--- src/include/ppu_consts.svh ---
/*
 * Width and size constants for the background layer of the PPU.
 * Included by both packages and by every RTL module that sizes a
 * port or an array from them. Types built on these live in the
 * packages, not here.
 */
`ifndef PPU_CONSTS_SVH
`define PPU_CONSTS_SVH

// Beam and background coordinates, up to 1024 pixels each way
`define PPU_W_COORD 10

// Holds log2 of a background dimension
`define PPU_W_LOG_COORD 4

// Video memory is word addressed, one 32-bit word per location
`define PPU_W_DATA 32
`define PPU_W_VADDR 10
`define PPU_VRAM_WORDS 1024

// Palette index width of an output pixel
`define PPU_W_PIX 8

// Credits the line consumer grants after reset
`define PPU_OUT_CREDITS 4

`endif
--- src/hdl/ppu_bus_pkg.sv ---
/*
 * Types for the video memory port. The background block issues
 * read requests and receives responses; the outside loads memory
 * through the write type. Import it in modules that touch memory.
 */
`include "ppu_consts.svh"

package ppu_bus_pkg;

	// Read request, held by the requester until read_rdy is seen
	typedef struct packed {
		logic                    valid;
		logic [`PPU_W_VADDR-1:0] addr;
	} vram_req_t;

	// Read response, valid exactly one cycle after acceptance
	typedef struct packed {
		logic                   valid;
		logic [`PPU_W_DATA-1:0] data;
	} vram_rsp_t;

	// External write, takes priority over any read in the same cycle
	typedef struct packed {
		logic                    en;
		logic [`PPU_W_VADDR-1:0] addr;
		logic [`PPU_W_DATA-1:0]  data;
	} vram_wr_t;

endpackage

--- src/hdl/ppu_cfg_pkg.sv ---
/*
 * Types that describe the background layer itself: how pixels are
 * packed in the tileset, the configuration word that positions the
 * background, and the pixel that leaves the block. Import it where
 * the configuration or output pixel is handled.
 */
`include "ppu_consts.svh"

package ppu_cfg_pkg;

	// Encoding is log2 of the pixel width in bits, so 1 << mode gives
	// the width directly
	typedef enum logic [1:0] {
		PIX_1 = 2'd0,
		PIX_2 = 2'd1,
		PIX_4 = 2'd2,
		PIX_8 = 2'd3
	} pixel_mode_e;

	// Background configuration, held stable by the outside while a
	// row is being drawn
	typedef struct packed {
		logic [`PPU_W_COORD-1:0]     scroll_x;
		logic [`PPU_W_COORD-1:0]     scroll_y;
		logic [`PPU_W_LOG_COORD-1:0] log_w;
		logic [`PPU_W_LOG_COORD-1:0] log_h;
		// 0 selects 8x8 tiles, 1 selects 16x16 tiles
		logic                        tile_size;
		pixel_mode_e                 pixel_mode;
		// When set, palette index 0 is see-through
		logic                        transparency;
		logic [`PPU_W_VADDR-1:0]     tilemap_base;
		logic [`PPU_W_VADDR-1:0]     tileset_base;
	} bg_cfg_t;

	// One paletted output pixel
	typedef struct packed {
		logic                  alpha;
		logic [`PPU_W_PIX-1:0] idx;
	} pixel_t;

endpackage

--- src/hdl/ppu_background.sv ---
/*
 * Background layer fetch and output. A flush latches the beam
 * position as a scrolled, wrapped background coordinate. The block
 * then reads the tile number from the tilemap, reads the tileset
 * word holding the pixel, and streams pixels out of the gearbox
 * while output credits last. Tile and word boundaries trigger
 * refetches. One memory read is outstanding at a time.
 */
`include "ppu_consts.svh"

module ppu_background import ppu_cfg_pkg::*, ppu_bus_pkg::*; (
	input  logic                    clk,
	input  logic                    rst_n,
	input  logic                    en,
	input  logic                    flush,
	input  logic [`PPU_W_COORD-1:0] beam_x,
	input  logic [`PPU_W_COORD-1:0] beam_y,
	input  bg_cfg_t                 cfg,
	output vram_req_t               req,
	input  logic                    read_rdy,
	input  vram_rsp_t               rsp,
	output logic                    out_vld,
	output pixel_t                  out_pix,
	input  logic                    credit_ret
);

	// Offsets are worked out wider than the memory, then cut to an address
	localparam int W_OFF  = 24;
	localparam int W_CRED = $clog2(`PPU_OUT_CREDITS + 1);

	typedef enum logic [2:0] {
		ST_IDLE,
		ST_FETCH_TILE,
		ST_FETCH_PIX,
		ST_STREAM,
		ST_DISCARD
	} state_e;

	state_e                  state;
	state_e                  state_next;
	logic [`PPU_W_COORD-1:0] u;
	logic [`PPU_W_COORD-1:0] v;
	logic [7:0]              tile;
	logic [4:0]              tile_left;
	logic                    pending;
	logic                    rsp_hit;
	logic [`PPU_W_VADDR-1:0] hold_addr;
	logic [W_CRED-1:0]       credits;
	logic                    emit;
	logic                    tile_end;
	logic                    gb_load;
	logic                    gb_last;
	logic [`PPU_W_PIX-1:0]   gb_pix;

	// ------------------------------------------------------------------
	// Coordinates

	logic [2:0]              log_t;
	logic [4:0]              tile_pix;
	logic [`PPU_W_COORD-1:0] t_mask;
	logic [`PPU_W_COORD-1:0] w_mask;
	logic [`PPU_W_COORD-1:0] h_mask;
	logic [`PPU_W_COORD-1:0] col;
	logic [`PPU_W_COORD-1:0] row;

	assign log_t    = cfg.tile_size ? 3'd4 : 3'd3;
	assign tile_pix = 5'd8 << cfg.tile_size;
	assign t_mask   = `PPU_W_COORD'(tile_pix - 5'd1);

	// Background sizes are powers of two, so wrapping is a mask
	assign w_mask = ~({`PPU_W_COORD{1'b1}} << cfg.log_w);
	assign h_mask = ~({`PPU_W_COORD{1'b1}} << cfg.log_h);

	// Position of the pixel inside its tile
	assign col = u & t_mask;
	assign row = v & t_mask;

	always_ff @(posedge clk or negedge rst_n) begin
		if (!rst_n) begin
			u <= '0;
			v <= '0;
		end else if (flush) begin
			u <= (beam_x + cfg.scroll_x) & w_mask;
			v <= (beam_y + cfg.scroll_y) & h_mask;
		end else if (emit) begin
			// v holds for the whole row, only u moves
			u <= (u + 1'b1) & w_mask;
		end
	end

	// ------------------------------------------------------------------
	// Address generation

	logic [W_OFF-1:0]        map_off;
	logic [W_OFF-1:0]        pix_idx;
	logic [W_OFF-1:0]        bit_off;
	logic [`PPU_W_VADDR-1:0] tile_addr;
	logic [`PPU_W_VADDR-1:0] pix_addr;

	// Tilemap is one byte per tile, rows of width / tile size bytes
	assign map_off = (W_OFF'(v >> log_t) << (cfg.log_w - log_t)) + W_OFF'(u >> log_t);
	assign tile_addr = cfg.tilemap_base + map_off[`PPU_W_VADDR+1:2];

	// Tiles are stored back to back, each one row-major
	assign pix_idx = (((W_OFF'(tile) << log_t) | W_OFF'(row)) << log_t) | W_OFF'(col);
	assign bit_off = pix_idx << cfg.pixel_mode;
	assign pix_addr = cfg.tileset_base + bit_off[`PPU_W_VADDR+4:5];

	// ------------------------------------------------------------------
	// Memory requests

	// A request stays up until it is accepted, even across a flush.
	// In discard the pre-flush address is replayed so it does not move
	assign req.valid = (state == ST_FETCH_TILE || state == ST_FETCH_PIX ||
		state == ST_DISCARD) && !pending;
	assign req.addr = (state == ST_DISCARD) ? hold_addr :
		(state == ST_FETCH_TILE) ? tile_addr : pix_addr;

	always_ff @(posedge clk) begin
		if (state != ST_DISCARD) begin
			hold_addr <= req.addr;
		end
	end

	// An accepted read always answers on the next cycle
	always_ff @(posedge clk or negedge rst_n) begin
		if (!rst_n) begin
			pending <= 1'b0;
		end else begin
			pending <= req.valid && read_rdy;
		end
	end

	assign rsp_hit = pending && rsp.valid;

	// ------------------------------------------------------------------
	// Fetch sequencing

	assign tile_end = tile_left == 5'd1;

	always_comb begin
		state_next = state;
		if (flush) begin
			// A read still waiting for acceptance must be seen through first
			state_next = req.valid ? ST_DISCARD : ST_FETCH_TILE;
		end else begin
			case (state)
				ST_FETCH_TILE: if (rsp_hit) state_next = ST_FETCH_PIX;
				ST_FETCH_PIX:  if (rsp_hit) state_next = ST_STREAM;
				ST_STREAM: begin
					// A new tile always needs a new word, so it goes first
					if (emit && tile_end) begin
						state_next = ST_FETCH_TILE;
					end else if (emit && gb_last) begin
						state_next = ST_FETCH_PIX;
					end
				end
				ST_DISCARD:    if (rsp_hit) state_next = ST_FETCH_TILE;
				default:       state_next = state;
			endcase
		end
	end

	always_ff @(posedge clk or negedge rst_n) begin
		if (!rst_n) begin
			state <= ST_IDLE;
		end else begin
			state <= state_next;
		end
	end

	// Tile number and pixels left in it, both set by the tilemap read
	always_ff @(posedge clk or negedge rst_n) begin
		if (!rst_n) begin
			tile      <= 8'd0;
			tile_left <= 5'd0;
		end else if (state == ST_FETCH_TILE && rsp_hit) begin
			tile      <= rsp.data[{map_off[1:0], 3'b000} +: 8];
			tile_left <= tile_pix - col[4:0];
		end else if (emit) begin
			tile_left <= tile_left - 5'd1;
		end
	end

	assign gb_load = (state == ST_FETCH_PIX) && rsp_hit;

	ppu_pixel_gearbox gearbox_inst (
		.clk        (clk),
		.rst_n      (rst_n),
		.load       (gb_load),
		.din        (rsp.data),
		.start_bit  (bit_off[4:0]),
		.pixel_mode (cfg.pixel_mode),
		.advance    (emit),
		.pix        (gb_pix),
		.last       (gb_last)
	);

	// ------------------------------------------------------------------
	// Credited output

	// No pixel leaves in a flush cycle, it would belong to the old row
	assign emit = (state == ST_STREAM) && en && (credits != '0) && !flush;

	always_ff @(posedge clk or negedge rst_n) begin
		if (!rst_n) begin
			credits <= W_CRED'(`PPU_OUT_CREDITS);
		end else begin
			credits <= credits + W_CRED'(credit_ret) - W_CRED'(emit);
		end
	end

	assign out_vld     = emit;
	assign out_pix.idx = gb_pix;
	// Index 0 is see-through only when transparency is on
	assign out_pix.alpha = !(cfg.transparency && gb_pix == '0);

endmodule

--- src/hdl/ppu_pixel_gearbox.sv ---
/*
 * Pixel gearbox for the background layer. It holds one fetched word
 * and hands out one paletted pixel at a time, low bits first. A load
 * skips start_bit bits so the first pixel can sit anywhere in the
 * word. The pixel is on pix the cycle after load, and each advance
 * steps to the next one.
 */
`include "ppu_consts.svh"

module ppu_pixel_gearbox import ppu_cfg_pkg::*; (
	input  logic                   clk,
	input  logic                   rst_n,
	input  logic                   load,
	input  logic [`PPU_W_DATA-1:0] din,
	input  logic [4:0]             start_bit,
	input  pixel_mode_e            pixel_mode,
	input  logic                   advance,
	output logic [`PPU_W_PIX-1:0]  pix,
	output logic                   last
);

	logic [`PPU_W_DATA-1:0] shreg;
	// Bit position of the current pixel within the original word
	logic [4:0]             pos;
	logic [5:0]             pix_bits;
	logic [`PPU_W_PIX-1:0]  pix_mask;

	assign pix_bits = 6'd1 << pixel_mode;

	always_comb begin
		case (pixel_mode)
			PIX_1:   pix_mask = 8'h01;
			PIX_2:   pix_mask = 8'h03;
			PIX_4:   pix_mask = 8'h0f;
			default: pix_mask = 8'hff;
		endcase
	end

	// A load puts the first wanted pixel at bit 0 and each advance drops one pixel
	always_ff @(posedge clk) begin
		if (load) begin
			shreg <= din >> start_bit;
		end else if (advance) begin
			shreg <= shreg >> pix_bits;
		end
	end

	always_ff @(posedge clk or negedge rst_n) begin
		if (!rst_n) begin
			pos <= 5'd0;
		end else if (load) begin
			pos <= start_bit;
		end else if (advance) begin
			// Wraps to zero past the last pixel of the word
			pos <= pos + pix_bits[4:0];
		end
	end

	assign pix = shreg[`PPU_W_PIX-1:0] & pix_mask;

	// Pixels are aligned to their own width, so the last one ends exactly at bit 32
	assign last = ({1'b0, pos} + pix_bits) == 6'd32;

endmodule

--- config.mk ---
export PLATFORM = sky130hd
export DESIGN_NAME = ppu_background
export DESIGN_NICKNAME = d
export VERILOG_FILES = /design/src/hdl/ppu_bus_pkg.sv /design/src/hdl/ppu_cfg_pkg.sv /design/src/hdl/ppu_background.sv /design/src/hdl/ppu_pixel_gearbox.sv
export VERILOG_INCLUDE_DIRS = /design/src /design/src/include
export SDC_FILE = /design/constraint.sdc
export NUM_CORES = 1
export LEC_CHECK = 0
export BUFFER_PORTS_ARGS = -buffer_cell sky130_fd_sc_hd__buf_2
export CAP_MARGIN = 20
export CORE_MARGIN = 4
export CORE_UTILIZATION = 60
export CTS_CLUSTER_SIZE = 12
export DETAILED_ROUTE_END_ITERATION = 8
export PLACE_DENSITY = 0.84
export SYNTH_ARGS = -nofsm -noshare
export SYNTH_HDL_FRONTEND = slang
export SYNTH_SLANG_ARGS = --single-unit
--- constraint.sdc ---
create_clock -name clk -period 7.45 [get_ports clk]
set_clock_uncertainty 0.05 [all_clocks]
set_input_delay 0.3725 -clock clk [delete_from_list [all_inputs] [get_ports clk]]
set_output_delay 0.3725 -clock clk [all_outputs]
set_load 0.01 [all_outputs]
==> results.txt <==
----------------------------------------------------
[Critical path]
  Arrival time at the worst endpoint ... 5.84 ns
  Category of cells accounting for the largest share of critical-path delay ... compound AO/OA/AOI/OAI gates
  Max stage delay cell, worst path ... sky130_fd_sc_hd__fa_1
  Type of element launching the critical path ... primary input
  Cell repeated most along the worst path ... sky130_fd_sc_hd__o21ai_0
  Peak fanout along the critical path ... 16
  CP cell instances ... buf_2 -> inv_1 -> buf_4 -> fa_1 -> mux4_2 -> mux2_2 -> and3_1 -> ha_1 -> a21oi_1 -> o21ai_0 -> a21oi_1 -> o21ai_0 -> xor2_1 -> ha_1 -> o41ai_1 -> o21ai_0 -> xnor3_1 -> nor2b_1 -> a211oi_1 -> buf_2
  Critical Path Max Stage Delay ... 0.95 ns
  Required time at the worst-slack endpoint ... 7.03 ns
  Setup CP Type ... in2out
  WP buf/inv ... 4
  Type of element capturing the critical path ... primary output

[Timing]
  Count of pins over their slew limit ... 0
  Crit path time final ... 6.26 ns
  Unrepaired setup endpoints after global routing ... false
  Peak clock frequency supported by timing ... 160 MHz
  Worst-Margin Slew ... 1.04 ns
  Hold Fails Final Rpt ... 0
  Total negative slack for setup checks ... 0 ns
  Period utilisation layout ... 0.840
  Max-Slew Margin vs Limit ... 0.303
  Number of setup violations in the final report ... 0
  Final hold slack ... 0.0620 ns

[Power]
  Power density over the cells ... 231 nW/um^2
  Leakage power figure ... 4.76 nW
  Maximum vdd ir drop ... 0.129 mV

[Floorplan]
  Number of rows in the core area ... 47
  I/O Pins ... 132
  Total die area ... 19200 sq um
  Vertical extent of the die ... 139 um
  Starting utilization of the core area ... 0.616
  Die X ... 139 um
  Placeable core area ... 16600 sq um

[GRT]
  Number of global-route vias before repair ... 8789
  Initial antenna violation count ... 0
  Global-route wire length before repair ... 44500 um
  Overall routing resource usage ... 0.278
  Global-route congestion overflow total ... 0
  Pin count of the biggest net entering global routing ... 46

[Hold path]
  Class of the worst hold path ... in2async

[Flow run]
  Number of maximum-capacitance constraint violations ... 0

[Clocking]
  Count of H-tree levels built during CTS ... 3
  Clk slew on worst S/H paths ... 0.06 ns
  Clk sink count ... 87
  Number of clock buffers inserted by TritonCTS ... 9
  # resized after CTS ... 0
  Clock root buffer master ... sky130_fd_sc_hd__clkbuf_16
  Hold buffers post-CTS ... 0
  Buffer levels on the longest clock path ... 2
  Number of setup buffers added after CTS ... 0
  Insertion delay to the later sink of the worst-skew pair ... 0.35 ns
  CTS tree ... built

[Logic synthesis]
  Synthesis-stage register bit count ... 87
  Proportion of register bits with asynchronous set or reset after synthesis ... 0.517
  Leading register cell type out of synthesis ... sky130_fd_sc_hd__dfrtp_1
  Part of the Yosys area used for sequential elements ... 0.233
  Most common cell in the netlist ... sky130_fd_sc_hd__mux2i_1
  Top area cells in the synthesized netlist ... sky130_fd_sc_hd__mux2i_1, sky130_fd_sc_hd__edfxtp_1, sky130_fd_sc_hd__dfrtp_1
  Area share of the leading cell type in the synthesized netlist ... 0.128
  Number of synthesized flops with an enable pin ... 42
  Top cells by instance count after synthesis ... sky130_fd_sc_hd__mux2i_1, sky130_fd_sc_hd__nand2_1, sky130_fd_sc_hd__nor2_1, sky130_fd_sc_hd__o21ai_0, sky130_fd_sc_hd__a21oi_1
  Synthesized netlist cell count ... 1184
  Yosys top cell by area ... sky130_fd_sc_hd__mux2i_1
  Count of yosys warnings during synthesis ... 0
  Netlist Area Pre-Place ... 10200 sq um
  Number of distinct standard cells referenced by the synthesized netlist ... 67
  Avg Inst Size Synth ... 8.65 sq um

[Final layout]
  Cell Count, Final, Fillers Out ... 1485
  Fraction of layout cells with a size suffix above 1 ... 0.182
  Post-synthesis to final-layout area growth ... 10.3%
  Fin util ... 0.679
  Number of nets in the layout ... 1444
  Fill cells ... 1360
  Diodes inserted ... 0
  Post-route cell area ... 11300 sq um

[Routing]
  Drt via density ... 6.40
  Number of nets with antenna violations after routing ... 0
  DRC violation total after the first TritonRoute iteration ... 947
  Pre-Repair DR Iteration Count ... 8
  Final WL ... 27900 um
  DRC violation count after routing ... 0
  Total via count after detailed routing ... 9501
  Average wire length per cell after detail routing ... 18.8 um

[Placed design]
  Placed insts ... 1468
  Routability Congestion ... 0.994
  Post-DP HPWL ... 21700 um
  Buffers added on ports ... 131
  Post-place instance area ... 11000 sq um

[Outcome]
  Outcome ... finished, final reports clean

----------------------------------------------------
final timing paths:
check                                           startpoint                              end  slack (ns)  depth (start not counted)
min in group clk                                  read_rdy                pending$_DFF_PN0_        0.18                          2
max reg2reg                               v[3]$_DFFE_PN0P_           hold_addr[9]$_DFFE_PN_        2.80                         18
min reg2reg                gearbox_inst.pos[0]$_DFFE_PN0P_  gearbox_inst.pos[0]$_DFFE_PN0P_        0.45                          2
min                                                  rst_n                 v[9]$_DFFE_PN0P_        0.06                          2
max in group asynchronous                            rst_n  gearbox_inst.pos[1]$_DFFE_PN0P_        6.88                          2
max                                                cfg[23]                           req[9]        1.19                         20
layout make-up:
class | instances | area [sq um] | area share
Multi-Input combinational cell | 977 | 7370 | 0.652
Sequential cell | 87 | 2390 | 0.211
Timing Repair Buffer | 144 | 786 | 0.0696
Tap cell | 220 | 275 | 0.0244
Clock buffer | 10 | 239 | 0.0212
Inverter | 41 | 154 | 0.0136
Clock inverter | 6 | 83.8 | 0.00742
kinds of logic after synthesis:
| kind of cell | synth area share |
|---|---|
| flip-flops | 0.233 |
| AO/OA/AOI/OAI | 0.195 |
| other | 0.000366 |
| AND/OR/NAND/NOR | 0.149 |
| adder cells (fa/ha/maj) | 0.0950 |
| multiplexers | 0.225 |
| XOR/XNOR | 0.0518 |
| buffers and inverters | 0.0507 |
registers in the layout (all words and copies together) (netlist names):
register,cells
gearbox_inst.shreg,32
hold_addr,10
u,10
v,10
tile,8
gearbox_inst.pos,5
tile_left,5
credits,3
state,3
pending,1
layer usage:
metal / up-vias / share of wire / track usage
met5: - / 0 / 0
met4: 0 / 0.024 / 0.0814
met3: 54 / 0.072 / 0.0297
met2: 424 / 0.48 / 0.461
met1: 4502 / 0.43 / 0.388
li1: 4521 / - / -
report_power, final:
group	total [mW]	switching [mW]	internal [mW]
sequential	0.766	0.120	0.646
combinational	1.35	0.769	0.585
clock	0.494	0.193	0.301
metrics by stage:
stage | worst slack (ns) | power [mW]
4_1_cts | 1.25 | 2.60
5_1_grt | 0.928 | 2.78
3_5_place_dp | 1.26 | 2.10
2_1_floorplan | 1.59 | 1.72
6_report | 1.19 | 2.61
3_3_place_gp | 1.38 | 2.05
cell usage in the layout, fill, tap and decap left out, drive strengths merged, types with 26 or more instances in the layout:
master  instances
buf           144
mux2i         131
nand2         114
o21ai          94
nor2           93
a21oi          87
ha             65
dfrtp          44
edfxtp         42
inv            39
mux2           36
xnor2          34
nand3          26
mux4           26
(Power assumes the default switching activity.)
